<file path="src/hdl/e203_pkg.sv">
// Data side memory subsystem definitions
`default_nettype none

package e203_pkg;

  // Bus widths
  localparam int XLEN            = 32;
  localparam int ADDR_SIZE       = 32;
  localparam int DTCM_ADDR_WIDTH = 16;
  localparam int DTCM_RAM_AW     = 14;

  typedef logic [ADDR_SIZE-1:0]       addr_t;
  typedef logic [XLEN-1:0]            data_t;
  typedef logic [XLEN/8-1:0]          mask_t;
  typedef logic [DTCM_ADDR_WIDTH-1:0] dtcm_addr_t;
  typedef logic [DTCM_RAM_AW-1:0]     ram_addr_t;

  ////////////////////////////////////////////////////////////////////////////
  // Address region map

  // DTCM matches on the bits above the 64 KiB offset
  localparam addr_t DTCM_ADDR_BASE = 32'h9000_0000;

  // PPI matches on the top PPI_REGION_BITS bits
  localparam addr_t PPI_ADDR_BASE   = 32'h1000_0000;
  localparam int    PPI_REGION_BITS = 5;

  ////////////////////////////////////////////////////////////////////////////
  // Splitter outstanding tracking

  localparam int OSTD_DEPTH = 2;
  localparam int OSTD_PTR_W = $clog2(OSTD_DEPTH);
  localparam int OSTD_CNT_W = $clog2(OSTD_DEPTH + 1);

  typedef logic [OSTD_PTR_W-1:0] ostd_ptr_t;
  typedef logic [OSTD_CNT_W-1:0] ostd_cnt_t;

  // Targets of the region splitter, anything unmatched goes to MEM
  typedef enum logic [1:0] {
    TGT_DTCM,
    TGT_PPI,
    TGT_MEM
  } target_e;

endpackage

`default_nettype wire

</file>
<file path="src/hdl/e203_biu_splitter.sv">
// ICB region splitter
`timescale 1ns/1ps
`default_nettype none

module e203_biu_splitter import e203_pkg::*; (
  input  logic       clk,
  input  logic       rst_n,

  // Core side
  input  logic       core_icb_cmd_valid,
  output logic       core_icb_cmd_ready,
  input  addr_t      core_icb_cmd_addr,
  input  logic       core_icb_cmd_read,
  input  data_t      core_icb_cmd_wdata,
  input  mask_t      core_icb_cmd_wmask,
  output logic       core_icb_rsp_valid,
  input  logic       core_icb_rsp_ready,
  output logic       core_icb_rsp_err,
  output data_t      core_icb_rsp_rdata,

  // DTCM controller
  output logic       dtcm_icb_cmd_valid,
  input  logic       dtcm_icb_cmd_ready,
  output dtcm_addr_t dtcm_icb_cmd_addr,
  output logic       dtcm_icb_cmd_read,
  output data_t      dtcm_icb_cmd_wdata,
  output mask_t      dtcm_icb_cmd_wmask,
  input  logic       dtcm_icb_rsp_valid,
  output logic       dtcm_icb_rsp_ready,
  input  logic       dtcm_icb_rsp_err,
  input  data_t      dtcm_icb_rsp_rdata,

  // Private peripheral port
  output logic       ppi_icb_cmd_valid,
  input  logic       ppi_icb_cmd_ready,
  output addr_t      ppi_icb_cmd_addr,
  output logic       ppi_icb_cmd_read,
  output data_t      ppi_icb_cmd_wdata,
  output mask_t      ppi_icb_cmd_wmask,
  input  logic       ppi_icb_rsp_valid,
  output logic       ppi_icb_rsp_ready,
  input  logic       ppi_icb_rsp_err,
  input  data_t      ppi_icb_rsp_rdata,

  // System memory port
  output logic       mem_icb_cmd_valid,
  input  logic       mem_icb_cmd_ready,
  output addr_t      mem_icb_cmd_addr,
  output logic       mem_icb_cmd_read,
  output data_t      mem_icb_cmd_wdata,
  output mask_t      mem_icb_cmd_wmask,
  input  logic       mem_icb_rsp_valid,
  output logic       mem_icb_rsp_ready,
  input  logic       mem_icb_rsp_err,
  input  data_t      mem_icb_rsp_rdata
);

  target_e   cmd_tgt;
  target_e   rsp_tgt;
  target_e   tgt_fifo [OSTD_DEPTH];
  ostd_ptr_t wr_ptr;
  ostd_ptr_t rd_ptr;
  ostd_cnt_t ostd_cnt;
  logic      fifo_full;
  logic      fifo_empty;
  logic      cmd_go;
  logic      tgt_ready;
  logic      cmd_hsk;
  logic      head_valid;
  logic      rsp_hsk;

  function automatic ostd_ptr_t ptr_inc(input ostd_ptr_t ptr);
    return (ptr == ostd_ptr_t'(OSTD_DEPTH - 1)) ? '0 : ptr + 1'b1;
  endfunction

  //////////////////////////////////////////////////////////////////////////
  // Command path

  always_comb begin
    if (core_icb_cmd_addr[ADDR_SIZE-1:DTCM_ADDR_WIDTH] ==
        DTCM_ADDR_BASE[ADDR_SIZE-1:DTCM_ADDR_WIDTH]) begin
      cmd_tgt = TGT_DTCM;
    end else if (core_icb_cmd_addr[ADDR_SIZE-1 -: PPI_REGION_BITS] ==
                 PPI_ADDR_BASE[ADDR_SIZE-1 -: PPI_REGION_BITS]) begin
      cmd_tgt = TGT_PPI;
    end else begin
      cmd_tgt = TGT_MEM;
    end
  end

  // Hold all targets off while the tracking FIFO has no room
  assign cmd_go = core_icb_cmd_valid & ~fifo_full;

  assign dtcm_icb_cmd_valid = cmd_go & (cmd_tgt == TGT_DTCM);
  assign ppi_icb_cmd_valid  = cmd_go & (cmd_tgt == TGT_PPI);
  assign mem_icb_cmd_valid  = cmd_go & (cmd_tgt == TGT_MEM);

  always_comb begin
    case (cmd_tgt)
      TGT_DTCM: tgt_ready = dtcm_icb_cmd_ready;
      TGT_PPI:  tgt_ready = ppi_icb_cmd_ready;
      default:  tgt_ready = mem_icb_cmd_ready;
    endcase
  end

  assign core_icb_cmd_ready = tgt_ready & ~fifo_full;
  assign cmd_hsk            = core_icb_cmd_valid & core_icb_cmd_ready;

  // Payload goes to every port, only the selected one sees valid
  assign dtcm_icb_cmd_addr  = core_icb_cmd_addr[DTCM_ADDR_WIDTH-1:0];
  assign dtcm_icb_cmd_read  = core_icb_cmd_read;
  assign dtcm_icb_cmd_wdata = core_icb_cmd_wdata;
  assign dtcm_icb_cmd_wmask = core_icb_cmd_wmask;

  assign ppi_icb_cmd_addr   = core_icb_cmd_addr;
  assign ppi_icb_cmd_read   = core_icb_cmd_read;
  assign ppi_icb_cmd_wdata  = core_icb_cmd_wdata;
  assign ppi_icb_cmd_wmask  = core_icb_cmd_wmask;

  assign mem_icb_cmd_addr   = core_icb_cmd_addr;
  assign mem_icb_cmd_read   = core_icb_cmd_read;
  assign mem_icb_cmd_wdata  = core_icb_cmd_wdata;
  assign mem_icb_cmd_wmask  = core_icb_cmd_wmask;

  //////////////////////////////////////////////////////////////////////////
  // Outstanding target FIFO

  always_ff @(posedge clk) begin
    if (cmd_hsk) begin
      tgt_fifo[wr_ptr] <= cmd_tgt;
    end
  end

  always_ff @(posedge clk) begin
    if (!rst_n) begin
      wr_ptr   <= '0;
      rd_ptr   <= '0;
      ostd_cnt <= '0;
    end else begin
      if (cmd_hsk) begin
        wr_ptr <= ptr_inc(wr_ptr);
      end
      if (rsp_hsk) begin
        rd_ptr <= ptr_inc(rd_ptr);
      end
      case ({cmd_hsk, rsp_hsk})
        2'b10:   ostd_cnt <= ostd_cnt + 1'b1;
        2'b01:   ostd_cnt <= ostd_cnt - 1'b1;
        default: ostd_cnt <= ostd_cnt;
      endcase
    end
  end

  assign fifo_full  = (ostd_cnt == ostd_cnt_t'(OSTD_DEPTH));
  assign fifo_empty = (ostd_cnt == '0);

  //////////////////////////////////////////////////////////////////////////
  // Response path, only the oldest target may answer

  assign rsp_tgt = tgt_fifo[rd_ptr];

  always_comb begin
    case (rsp_tgt)
      TGT_DTCM: begin
        head_valid         = dtcm_icb_rsp_valid;
        core_icb_rsp_err   = dtcm_icb_rsp_err;
        core_icb_rsp_rdata = dtcm_icb_rsp_rdata;
      end
      TGT_PPI: begin
        head_valid         = ppi_icb_rsp_valid;
        core_icb_rsp_err   = ppi_icb_rsp_err;
        core_icb_rsp_rdata = ppi_icb_rsp_rdata;
      end
      default: begin
        head_valid         = mem_icb_rsp_valid;
        core_icb_rsp_err   = mem_icb_rsp_err;
        core_icb_rsp_rdata = mem_icb_rsp_rdata;
      end
    endcase
  end

  assign core_icb_rsp_valid = ~fifo_empty & head_valid;
  assign rsp_hsk            = core_icb_rsp_valid & core_icb_rsp_ready;

  assign dtcm_icb_rsp_ready = core_icb_rsp_ready & ~fifo_empty & (rsp_tgt == TGT_DTCM);
  assign ppi_icb_rsp_ready  = core_icb_rsp_ready & ~fifo_empty & (rsp_tgt == TGT_PPI);
  assign mem_icb_rsp_ready  = core_icb_rsp_ready & ~fifo_empty & (rsp_tgt == TGT_MEM);

endmodule

`default_nettype wire

</file>
<file path="config.mk">
export PLATFORM = sky130hd
export DESIGN_NAME = e203_biu_splitter
export DESIGN_NICKNAME = d
export VERILOG_FILES = /design/src/hdl/e203_pkg.sv /design/src/hdl/e203_biu_splitter.sv
export SDC_FILE = /design/constraint.sdc
export NUM_CORES = 1
export LEC_CHECK = 0
export ABC_AREA = 1
export BUFFER_PORTS_ARGS = -buffer_cell sky130_fd_sc_hd__buf_2
export CAP_MARGIN = 20
export CELL_PAD_IN_SITES_DETAIL_PLACEMENT = 0
export CELL_PAD_IN_SITES_GLOBAL_PLACEMENT = 1
export CORE_AREA = 2 2 158 160
export CTS_BUF_LIST = sky130_fd_sc_hd__clkbuf_8
export DETAILED_ROUTE_END_ITERATION = 10
export DIE_AREA = 0 0 160 162
export HOLD_SLACK_MARGIN = 0.02
export PLACE_DENSITY_LB_ADDON = 0.1
export SYNTH_ARGS = -nofsm -noshare
export SYNTH_HDL_FRONTEND = slang
export SYNTH_SLANG_ARGS = --single-unit
export TNS_END_PERCENT = 1
</file>
<file path="constraint.sdc">
create_clock -name clk -period 4.2 [get_ports clk]
set_input_delay 0.21 -clock clk [delete_from_list [all_inputs] [get_ports clk]]
set_output_delay 0.21 -clock clk [all_outputs]
set_load 0.005 [all_outputs]
</file>
==> out/summary.txt <==
======================================================================================
Layout cell share with drive strength beyond 1                                  48.63%
Starting density of the core                                                    11.09%
Rows                                                                                57
Number of warning messages in the yosys log                                          0
Final weighted congestion in routability-driven placement                       0.7470
Number of distinct standard cells referenced by the synthesized netlist             21
Antenna viol nets, final                                                             0
TritonCTS Sinks                                                                      9
Die Area                                                                   0.02592 mm2
Buffers added on ports                                                             197
Number of DRC violations after detailed routing                                      0
Wire per inst                                                                 13.04 um
Setup skew after layout                                                       3.745 ps
Drt pass-1 iters                                                                     4
WS Path Type                                                                reg -> out
Avg Inst Size Synth                                                          6.130 um2
Buffers inserted by post-CTS timing repair                                           0
Clock Pin Slew Worst Setup and Hold Paths                                        40 ps
Startpoint types                                                              register
Maximum resistive drop on vdd                                                 72.78 uV
Sort of element at the end of the critical path                            output port
Pin count of the biggest net entering global routing                                35
Final Hold Fails                                                                     0
Number of antenna violations at the first check in global routing                    2
Worst Path Arrival                                                             1870 ps
Net total in the final layout                                                      618
Critical R2R Capture                                                       ostd_cnt[1]
Post-Place Cells                                                                   758
X dimension of the die                                                          160 um
Slew Limit Fails                                                                     0
Min-delay worst type                                                         in -> reg
Std-Cell Core Area                                                         0.02411 mm2
Clock tree root buffer cell                                               sky130_fd_sc_hd__clkbuf_8
Cell Area, Synth                                                          0.002673 mm2
Number of maximum-capacitance constraint violations                                  0
Wire length of the first global-routing pass                                  13990 um
Areal power density over the cells                                        181.8 mW/mm2
Synthesis-stage register bit count                                                   9
Min cycle time layout                                                          2079 ps
Run status                                                                finished, final reports clean
Setup repair after global routing missed its margin                              false
Number of fillers in the final layout                                             2916
Final period utilization                                                        49.51%
Critical Path Sink                                                        core_icb_rsp_rdata[26]
Layout Cells excl Fill                                                             764
CTS Hold Bufs                                                                        0
Post-Synthesis Cells                                                               436
Post-synth net total                                                               615
Via count of the first global-routing pass                                        2352
# resized after CTS                                                                  0
Top-Level Pins                                                                     410
Upper clock frequency limit                                                  480.9 MHz
Reg2reg setup slack                                                            2130 ps
Setup-failing EPs final                                                              0
Max_slew headroom                                                               55.00%
Post-detailed-placement half-perimeter wirelength                              8492 um
Vias after detailed routing                                                       2349
Reg2reg path depth                                                                  15
Seq/Total Area, Yosys                                                           8.240%
Maximum clock path buffer count                                                      2
Worst Tran Pin Value                                                          674.0 ps
Latest clock arrival within the worst-skew pair                                 230 ps
Remaining global-route overflow                                                      0
Clock tree from TritonCTS                                                         done
Total negative setup slack                                                        0 ps
Tot GR Track Use                                                                7.048%
Total leakage power                                                        0.001415 uW
Design Power                                                                  481.1 uW
Layout area overhead                                                          -0.9831%
H-tree levels                                                                        1
Height of the die                                                               162 um
Detailed Route Iter0 Violations                                                     90
Vias/cell                                                                        3.075
Final wirelength                                                               9959 um
Top fanout value on the critical path                                               33
Number of CTS-inserted buffers                                                       3
Data required time at the worst endpoint                                       3990 ps
======================================================================================
logic make-up after synthesis:
logic type	count (synthesis)	share of synthesized area (%)
AO/OA/AOI/OAI	12	2.903
adder cells (fa/ha/maj)	1	0.4681
buffers and inverters	220	58.10
flip-flops	9	8.240
AND/OR/NAND/NOR	194	30.29
worst max-delay path, cell delays in order, from the launching register on:
cell and delay (ps):
sky130_fd_sc_hd__dfxtp_1 340, sky130_fd_sc_hd__inv_2 70, sky130_fd_sc_hd__o21ai_4 200, sky130_fd_sc_hd__nand2_1 130, sky130_fd_sc_hd__inv_2 520, sky130_fd_sc_hd__nand2_1 110, sky130_fd_sc_hd__nand3_1 140, sky130_fd_sc_hd__buf_2 130
layer usage:
metal	vias up	global-route usage [%]	wire, um
met4	0	2.498	266
met1	987	7.426	3748
met5	-	0	0
met3	23	3.320	1159
met2	188	12.36	4784
li1	1151	-	-
worst min path at each step:
stage | startpoint | to | slack (ps) | depth (start not counted)
CTS | rst_n | wr_ptr | 250 | 3
global route | rst_n | ostd_cnt[0] | 280 | 3
floorplan | rst_n | wr_ptr | 330 | 2
global placement | core_icb_cmd_wmask[1] | ppi_icb_cmd_wmask[1] | 420 | 0
detailed placement | core_icb_cmd_wmask[1] | ppi_icb_cmd_wmask[1] | 420 | 0
finish | rst_n | wr_ptr | 260 | 3
layout make-up:
cell class                      instances  area, um2  share of cell area, %
Multi-Input combinational cell        207      899.6                  34.00
Clock buffer                            3      41.29                  1.560
Tap cell                              324      405.4                  15.32
Antenna cell                            2      5.005                 0.1891
Clock inverter                          1      3.754                 0.1418
Inverter                               20      77.57                  2.931
Sequential cell                         9      220.2                  8.321
Timing Repair Buffer                  198      993.5                  37.54
metrics by stage:
step           setup WS, ps  util, %  instance area, um2  hold slack (ps)
3_5_place_dp           2082    10.77                2596            420.1
4_1_cts                2014    10.96                2641            254.7
3_3_place_gp           2104    10.77                2596            420.1
5_1_grt                1875    10.98                2646            275.6
2_1_floorplan          2381        -                2673            331.9
6_report               2121    10.98                2646            258.6
placed cells by master, fill, tap and decap left out, drive strengths merged:
cell,n
nor3,1
nand3,38
ha,1
buf,198
a22oi,1
diode,2
nor2,34
edfxtp,4
o21ai,7
dfxtp,5
nand2,121
a21oi,4
clkbuf,3
inv,21
synthesized netlist by cell type, drive strengths merged:
cell type	n	area (um2)
inv	20	77.57
nor2	34	150.1
ha	1	12.51
dfxtp	5	100.1
clkbuf	3	11.26
nor3	1	5.000
edfxtp	4	120.1
a22oi	1	7.510
a21oi	4	20.02
nand2	121	464.2
buf	197	1464
o21ai	7	50.05
nand3	38	190.2
power by group:
part | internal [uW] | switching (uW) | leakage [uW]
Clock | 63.7 | 35.0 | 0.0000269
Combinational | 125 | 154 | 0.00131
Sequential | 97.9 | 4.90 | 0.0000775
Note: power is estimated with default switching activity, not from simulation.
