`src/hdl/e203_pkg.sv`:
```
// Data side memory subsystem definitions
`default_nettype none

package e203_pkg;

  // Bus widths
  localparam int XLEN            = 32;
  localparam int ADDR_SIZE       = 32;
  localparam int DTCM_ADDR_WIDTH = 16;
  localparam int DTCM_RAM_AW     = 14;

  typedef logic [ADDR_SIZE-1:0]       addr_t;
  typedef logic [XLEN-1:0]            data_t;
  typedef logic [XLEN/8-1:0]          mask_t;
  typedef logic [DTCM_ADDR_WIDTH-1:0] dtcm_addr_t;
  typedef logic [DTCM_RAM_AW-1:0]     ram_addr_t;

  ////////////////////////////////////////////////////////////////////////////
  // Address region map

  // DTCM matches on the bits above the 64 KiB offset
  localparam addr_t DTCM_ADDR_BASE = 32'h9000_0000;

  // PPI matches on the top PPI_REGION_BITS bits
  localparam addr_t PPI_ADDR_BASE   = 32'h1000_0000;
  localparam int    PPI_REGION_BITS = 5;

  ////////////////////////////////////////////////////////////////////////////
  // Splitter outstanding tracking

  localparam int OSTD_DEPTH = 2;
  localparam int OSTD_PTR_W = $clog2(OSTD_DEPTH);
  localparam int OSTD_CNT_W = $clog2(OSTD_DEPTH + 1);

  typedef logic [OSTD_PTR_W-1:0] ostd_ptr_t;
  typedef logic [OSTD_CNT_W-1:0] ostd_cnt_t;

  // Targets of the region splitter, anything unmatched goes to MEM
  typedef enum logic [1:0] {
    TGT_DTCM,
    TGT_PPI,
    TGT_MEM
  } target_e;

endpackage

`default_nettype wire

```
`src/hdl/e203_dtcm_ctrl.sv`:
```
// DTCM access controller
`timescale 1ns/1ps
`default_nettype none

module e203_dtcm_ctrl import e203_pkg::*; (
  input  logic       clk,
  input  logic       rst_n,
  // PMU shutdown, blocks every new access
  input  logic       tcm_sd,

  // From the region splitter
  input  logic       dtcm_icb_cmd_valid,
  output logic       dtcm_icb_cmd_ready,
  input  dtcm_addr_t dtcm_icb_cmd_addr,
  input  logic       dtcm_icb_cmd_read,
  input  data_t      dtcm_icb_cmd_wdata,
  input  mask_t      dtcm_icb_cmd_wmask,
  output logic       dtcm_icb_rsp_valid,
  input  logic       dtcm_icb_rsp_ready,
  output logic       dtcm_icb_rsp_err,
  output data_t      dtcm_icb_rsp_rdata,

  // External master
  input  logic       ext2dtcm_icb_cmd_valid,
  output logic       ext2dtcm_icb_cmd_ready,
  input  dtcm_addr_t ext2dtcm_icb_cmd_addr,
  input  logic       ext2dtcm_icb_cmd_read,
  input  data_t      ext2dtcm_icb_cmd_wdata,
  input  mask_t      ext2dtcm_icb_cmd_wmask,
  output logic       ext2dtcm_icb_rsp_valid,
  input  logic       ext2dtcm_icb_rsp_ready,
  output logic       ext2dtcm_icb_rsp_err,
  output data_t      ext2dtcm_icb_rsp_rdata,

  // SRAM port
  output logic       ram_cs,
  output logic       ram_we,
  output ram_addr_t  ram_addr,
  output mask_t      ram_wem,
  output data_t      ram_din,
  input  data_t      ram_dout
);

  logic       can_accept;
  logic       sel_ext;
  logic       cmd_accept;
  logic       rsp_vld;
  logic       rsp_from_ext;
  logic       rsp_taken;
  dtcm_addr_t cmd_addr;
  logic       cmd_read;
  data_t      cmd_wdata;
  mask_t      cmd_wmask;

  //////////////////////////////////////////////////////////////////////////
  // Arbitration

  // Response register frees up when empty or drained this cycle
  assign rsp_taken  = rsp_vld &
                      (rsp_from_ext ? ext2dtcm_icb_rsp_ready : dtcm_icb_rsp_ready);
  assign can_accept = ~tcm_sd & (~rsp_vld | rsp_taken);

  // Splitter side always wins
  assign sel_ext                = ~dtcm_icb_cmd_valid;
  assign dtcm_icb_cmd_ready     = can_accept;
  assign ext2dtcm_icb_cmd_ready = can_accept & sel_ext;

  assign cmd_accept = can_accept & (dtcm_icb_cmd_valid | ext2dtcm_icb_cmd_valid);

  always_comb begin
    if (sel_ext) begin
      cmd_addr  = ext2dtcm_icb_cmd_addr;
      cmd_read  = ext2dtcm_icb_cmd_read;
      cmd_wdata = ext2dtcm_icb_cmd_wdata;
      cmd_wmask = ext2dtcm_icb_cmd_wmask;
    end else begin
      cmd_addr  = dtcm_icb_cmd_addr;
      cmd_read  = dtcm_icb_cmd_read;
      cmd_wdata = dtcm_icb_cmd_wdata;
      cmd_wmask = dtcm_icb_cmd_wmask;
    end
  end

  //////////////////////////////////////////////////////////////////////////
  // SRAM access, one per accepted command

  assign ram_cs   = cmd_accept;
  assign ram_we   = ~cmd_read;
  assign ram_addr = cmd_addr[2 +: DTCM_RAM_AW];  // Word index
  assign ram_wem  = cmd_wmask;
  assign ram_din  = cmd_wdata;

  //////////////////////////////////////////////////////////////////////////
  // Response register

  always_ff @(posedge clk) begin
    if (!rst_n) begin
      rsp_vld      <= 1'b0;
      rsp_from_ext <= 1'b0;
    end else if (cmd_accept) begin
      rsp_vld      <= 1'b1;
      rsp_from_ext <= sel_ext;
    end else if (rsp_taken) begin
      rsp_vld      <= 1'b0;
    end
  end

  assign dtcm_icb_rsp_valid     = rsp_vld & ~rsp_from_ext;
  assign ext2dtcm_icb_rsp_valid = rsp_vld & rsp_from_ext;

  // Read data sits in the RAM output register until the next access
  assign dtcm_icb_rsp_rdata     = ram_dout;
  assign ext2dtcm_icb_rsp_rdata = ram_dout;

  // No error source inside the DTCM
  assign dtcm_icb_rsp_err       = 1'b0;
  assign ext2dtcm_icb_rsp_err   = 1'b0;

endmodule

`default_nettype wire

```
`config.mk`:
```
export PLATFORM = sky130hd
export DESIGN_NAME = e203_dtcm_ctrl
export DESIGN_NICKNAME = d
export VERILOG_FILES = /design/src/hdl/e203_pkg.sv /design/src/hdl/e203_dtcm_ctrl.sv
export SDC_FILE = /design/constraint.sdc
export NUM_CORES = 1
export LEC_CHECK = 0
export ABC_CLOCK_PERIOD_IN_PS = 1500
export BUFFER_PORTS_ARGS = -buffer_cell sky130_fd_sc_hd__buf_2
export CELL_PAD_IN_SITES_DETAIL_PLACEMENT = 2
export CELL_PAD_IN_SITES_GLOBAL_PLACEMENT = 2
export CORE_AREA = 2 2 117 119
export DETAILED_ROUTE_END_ITERATION = 16
export DIE_AREA = 0 0 119 121
export PLACE_DENSITY = 0.89
export SETUP_SLACK_MARGIN = 0.2
export SYNTH_ARGS = -nofsm -noshare
export SYNTH_HDL_FRONTEND = slang
export SYNTH_SLANG_ARGS = --single-unit
export TNS_END_PERCENT = 100
```
`constraint.sdc`:
```
create_clock -name clk -period 1.5 [get_ports clk]
set_clock_uncertainty 0.2 [all_clocks]
set_input_delay 0.15 -clock clk [delete_from_list [all_inputs] [get_ports clk]]
set_output_delay 0.15 -clock clk [all_outputs]
set_load 0.05 [all_outputs]
```
==> results_dict.tcl, run 1 <==
set metrics [dict create \
    synth_compound_gate_area_share_pct 3.53 \
    antenna_found_initial 0 \
    core_mm2 0.0131 \
    synth_fa_ha_area_share_pct 0 \
    portBuffers 164 \
    leakage_nw 1.53 \
    fp-row-count 42 \
    synthSimpleGateAreaFrac_pct 2.74 \
    status "finished with violations" \
    drv_slew 0 \
    worstPathRequired_ns 1.15 \
    setup_violations 3 \
    dr.pass1.iters 4 \
    clock_sinks 2 \
    dp_slack_ns 0.00596 \
    startpoint_type "flip-flop" \
    grt_pass1_wl_um 10700 \
    powerDensity_mw_per_mm2 624 \
    slowest_stage "dfxtp_4" \
    endpoint_kind "output pin" \
    cts-root-buf "clkbuf_16" \
    place_area_mm2 0.00184 \
    grt_setup_unrepaired "yes" \
    synth_seq_cells 2 \
    final_util_pct 22.9 \
    drt_iter0_drc 14 \
    die_x_um 119 \
    drive_above_1_share_pct 96.1 \
    max_freq_ghz 0.612 \
    antenna_left 0 \
    synth.area.mux_share_pct 45.6 \
    setup_slack_ns -0.135 \
    grt.total_usage_pct 9.87 \
    crit_chain "mux2i_4 > a21oi_4 > and2b_4 > buf_8" \
    post_synth.cell_area_avg_um2 9.12 \
    layout_commonest_cell "buf_2" \
    ys_seq_area_share_pct 3.13 \
    finalCriticalPeriod_ns 1.63 \
    synth.distinct_cells 17 \
    hold_viol_final 0 \
    cts_buffers 3 \
    grt_pass1_vias 1746 \
    die_y_um 121 \
    reg2reg_slack_ns 0.06 \
    max-cap-violations 0 \
    whs_ns 0.100 \
    drc 0 \
    initial_utilization_pct 9.76 \
    dieArea_mm2 0.0144 \
    post-dp-hpwl_um 4970 \
    critPathKind "reg -> out" \
    min_period_over_period_pct 109 \
    wl_per_cell_um 17.7 \
    area_growth_pct 135 \
    layout_common_cells "buf_2, mux2_4, buf_8" \
    syn_inst 140 \
    gr-total-overflow 0 \
    clk_pin_slew_worst_paths_ns 0.03 \
    synth_xor_xnor_area_share_pct 0 \
    hp-class "in -> out" \
    max_stage_delay_ns 0.35 \
    tns_ns -0.331 \
    grt_max_degree 8 \
    clk_path_buf_depth 2 \
    gp_congestion 0.688 \
    ir_worst_vdd_v 0.000204 \
    num_vias 1432 \
    cp.arrival_ns 1.28 \
    violations "setup timing" \
    via_per_inst 3.31 \
    tritoncts "done" \
    fill_cells 1464 \
    final_area_mm2 0.00300 \
    htreeDepth 1 \
    critPathMaxFanout 4 \
    antenna_cells 0 \
    synth_top_family_by_area "multiplexers" \
    io_pins 267 \
    clock_latency_ns 0.22 \
    yosys_warnings 0 \
    netlist_area_mm2 0.00128 \
    wl_um 7680 \
    fin_nets 404 \
]
layer usage:
| metal | vias up | wire [um] | global-route usage, % |
|---|---|---|---|
| met1 | 680 | 2510 | 10.2 |
| met2 | 95 | 4380 | 19.4 |
| li1 | 641 | - | - |
| met3 | 16 | 651 | 2.87 |
| met4 | 0 | 134 | 2.46 |
| met5 | - | 0 | 0 |
cells in the mapped netlist:
library cell  instances  area [um^2]
conb_1                1         3.75
a21oi_1               1         5.00
and2_2                1         7.51
buf_6                 6         67.6
and2b_2               2         17.5
a211oi_2              1         12.5
nand2_1               1         3.75
buf_4                66          495
o21a_1                1         7.51
mux2i_1               2         20.0
a31oi_1               1         6.26
dfxtp_1               2         40.0
nand2b_1              1         6.26
o21ai_0               1         5.00
inv_1                 2         7.51
a21oi_2               1         8.76
mux2_2               50          563
sequential cells by signal, indices dropped and copies added, names as in the netlist:
signal,flops
rsp_from_ext,1
rsp_vld,1
what timing repair did:
action / 4_1_cts / 5_1_grt
hold buffers: 1 / 0
setup endpoints to repair: 56 / 54
resized for setup: 194 / 35
gates cloned: 6 / 0
pin swaps: 2 / 2
buffers inserted: 8 / 3
hold endpoints to repair: 1 / 0
final cells by class:
| class | count | area (um^2) | area share [%] |
|---|---|---|---|
| multi-input combinational | 65 | 882 | 29.4 |
| clock buffer | 3 | 75.1 | 2.50 |
| sequential | 2 | 45.0 | 1.50 |
| tap | 176 | 220 | 7.35 |
| timing repair buffer | 185 | 1770 | 59.0 |
| inverter | 2 | 7.51 | 0.250 |
worst paths after layout:
path	startpoint	cells after the start	to
max	rsp_from_ext	4	ext2dtcm_icb_cmd_ready
min	ram_dout[14]	0	dtcm_icb_rsp_rdata[14]
max reg2reg	rsp_from_ext	5	rsp_from_ext
min reg2reg	rsp_vld	2	rsp_vld
cells by family (layout without fill, tap and decap cells):
family / count (synthesis) / after routing
AOI/OAI and AO/OA: 6 / 6
buffers and inverters: 74 / 190
DFF: 2 / 2
muxes: 52 / 52
other: 1 / 2
and+or+nand+nor: 5 / 5
critical path: cells and delay by family, from the launching register on:
kind	cells	cell delay (ns)
compound gates	1	0.19
buf+inv	1	0.14
flops	1	0.35
mux	1	0.20
simple gates	1	0.19
per-stage QoR:
stage / power (mW) / instances
after detailed placement: 0.974 / 412
after floorplan: 1.16 / 141
after global routing: 1.94 / 433
after CTS: 1.80 / 430
after global placement: 0.958 / 412
final: 1.87 / 433
power by group:
group	leakage [nW]	total, mW	internal, mW	switching, mW
sequential	0.0175	0.0633	0.0571	0.00613
clock	0.0370	0.406	0.340	0.0660
combinational	1.47	1.40	0.683	0.718
total	1.53	1.87	1.08	0.790
No activity file was read; power rests on OpenSTA's default activity.
==> run 2: changes to the inputs <==
--- a/config.mk
+++ b/config.mk
@@ -10,7 +10,7 @@
 export CELL_PAD_IN_SITES_DETAIL_PLACEMENT = 2
 export CELL_PAD_IN_SITES_GLOBAL_PLACEMENT = 2
-export CORE_AREA = 2 2 117 119
+export CORE_AREA = 8 8 123 125
 export DETAILED_ROUTE_END_ITERATION = 16
-export DIE_AREA = 0 0 119 121
+export DIE_AREA = 0 0 131 133
 export PLACE_DENSITY = 0.89
 export SETUP_SLACK_MARGIN = 0.2
==> constraint.sdc (replaced) <==
create_clock -name clk -period 1.5 [get_ports clk]
set_clock_uncertainty 0.2 [all_clocks]
set_input_delay 0.3 -clock clk [delete_from_list [all_inputs] [get_ports clk]]
set_output_delay 0.3 -clock clk [all_outputs]
set_load 0.05 [all_outputs]
==> results_dict.tcl, run 2 (synthesized netlist as in run 1, its figures left out) <==
set metrics [dict create \
    violations "setup timing" \
    cts_buffers 3 \
    grt_max_degree 9 \
    clock_latency_ns 0.22 \
    endpoint_kind "output pin" \
    grt.total_usage_pct 8.05 \
    setup_violations 54 \
    cts-root-buf "clkbuf_16" \
    switchingPower_uw 745 \
    post-dp-hpwl_um 5870 \
    min_period_over_period_pct 118 \
    worstPathRequired_ns 1.00 \
    seqCellArea_um2 45.0 \
    p_comb_share_pct 73.5 \
    grt_setup_unrepaired "yes" \
    multi_input_area_um2 912 \
    powerDensity_mw_per_mm2 623 \
    core_mm2 0.0131 \
    via_per_inst 3.29 \
    critPathMaxFanout 4 \
    cp_top_family "flip-flops" \
    top_regs "rsp_from_ext x1, rsp_vld x1" \
    die_x_um 131 \
    wl_um 7520 \
    max-cap-violations 0 \
    finalCriticalPeriod_ns 1.77 \
    tns_ns -3.30 \
    cp.arrival_ns 1.27 \
    critPathKind "reg -> out" \
    clk_path_buf_depth 2 \
    startpoint_type "flip-flop" \
    gp_congestion 0.709 \
    p_seq_share_pct 3.5 \
    crit_chain "mux2i_4 > a21oi_4 > and2b_4 > buf_8" \
    antenna_left 0 \
    gr-total-overflow 0 \
    setup_slack_ns -0.265 \
    tritoncts "done" \
    drive_above_1_share_pct 96.9 \
    fill_cells 1458 \
    dp_slack_ns -0.253 \
    ctsHoldBuffers 0 \
    num_vias 1416 \
    drt_iter0_drc 6 \
    path_buf_inv 1 \
    layout.cells.non_filler 431 \
    dieArea_mm2 0.0174 \
    area_growth_pct 118 \
    clock_sinks 2 \
    leakage_nw 1.46 \
    io_pins 267 \
    drc 0 \
    initial_utilization_pct 9.76 \
    intPower_uw 993 \
    max_freq_ghz 0.567 \
    portBuffers 164 \
    status "finished with violations" \
    grt_pass1_vias 1810 \
    slowest_stage "dfxtp_4" \
    grt_pass1_wl_um 10600 \
    die_y_um 133 \
    fin_nets 402 \
    dp_cells 418 \
    p_sw_share_pct 42.9 \
    antenna_cells 0 \
    wl_per_cell_um 17.5 \
    dr.pass1.iters 3 \
    fp-row-count 42 \
    ir_worst_vdd_v 0.000569 \
    drv_slew 0 \
    p_clk_share_pct 23.0 \
    layout_common_cells "buf_2, mux2_4, buf_6" \
    layout_commonest_cell "buf_2" \
    hp-class "in -> reg" \
    antenna_found_initial 0 \
    max_stage_delay_ns 0.35 \
    htreeDepth 1 \
    clk_pin_slew_worst_paths_ns 0.03 \
    hold_viol_final 0 \
]
run 2: cell count changes in the layout (fill, tap and decap cells not counted), moves of 5 or more:
cell / delta
buf_12: -11
buf_6: +43
buf_8: -33
mux2_2: -5
mux2_4: +5
run 2: area by class of cell:
cell class,instances,area share [%]
Clock buffer,3,2.69
Timing Repair Buffer,183,54.8
Multi-Input combinational cell,65,32.7
Inverter,2,0.269
Tap cell,176,7.90
Sequential cell,2,1.62
run 2: power groups by stage:
stage / sequential [mW] / combinational [mW] / clock (mW)
global route: 0.0623 / 1.33 / 0.407
global placement: 0.0615 / 0.983 / 0
floorplan: 0.0623 / 1.19 / 0
finish: 0.0616 / 1.28 / 0.400
detailed placement: 0.0620 / 1.01 / 0
CTS: 0.0625 / 1.27 / 0.407
run 2: timing repair:
action	in CTS	in global routing
resized for setup	137	7
buffers inserted	3	2
cloned	5	0
endpoints found under the setup margin	57	57
run 2: metal layers:
metal / vias up / GRT usage (%) / share of wire, %
li1: 639 / - / -
met1: 679 / 6.65 / 29
met2: 90 / 17.2 / 60
met3: 8 / 2.61 / 9.8
met4: 0 / 1.72 / 0.61
met5: - / 0 / 0
run 2: worst register-to-register path, cell delays in order, from the launching register on:
cell and delay, ns:
dfxtp_4 0.36, mux2i_4 0.26, a21oi_4 0.10, buf_4 0.14
buf_4 0.13, a211oi_4 0.20
run 2: path summary, 6_finish.rpt:
path | from | endpoint | slack [ns] | depth (start not counted)
setup / recovery | rsp_from_ext | ext2dtcm_icb_cmd_ready | -0.27 | 4
hold / removal | rst_n | rsp_vld | 0.19 | 3
setup reg to reg | rsp_from_ext | rsp_from_ext | 0.03 | 5
hold reg to reg | rsp_vld | rsp_vld | 0.46 | 3
run 2: stage by stage:
step | instance area (um^2) | power, mW | util [%] | hold WS [ns]
after floorplan | 1560 | 1.26 | - | 0.236
after global placement | 2080 | 1.04 | 15.9 | 0.350
after detailed placement | 2080 | 1.07 | 15.9 | 0.382
after CTS | 2750 | 1.74 | 21.0 | 0.176
after global routing | 2790 | 1.80 | 21.3 | 0.219
final | 2790 | 1.74 | 21.3 | 0.191
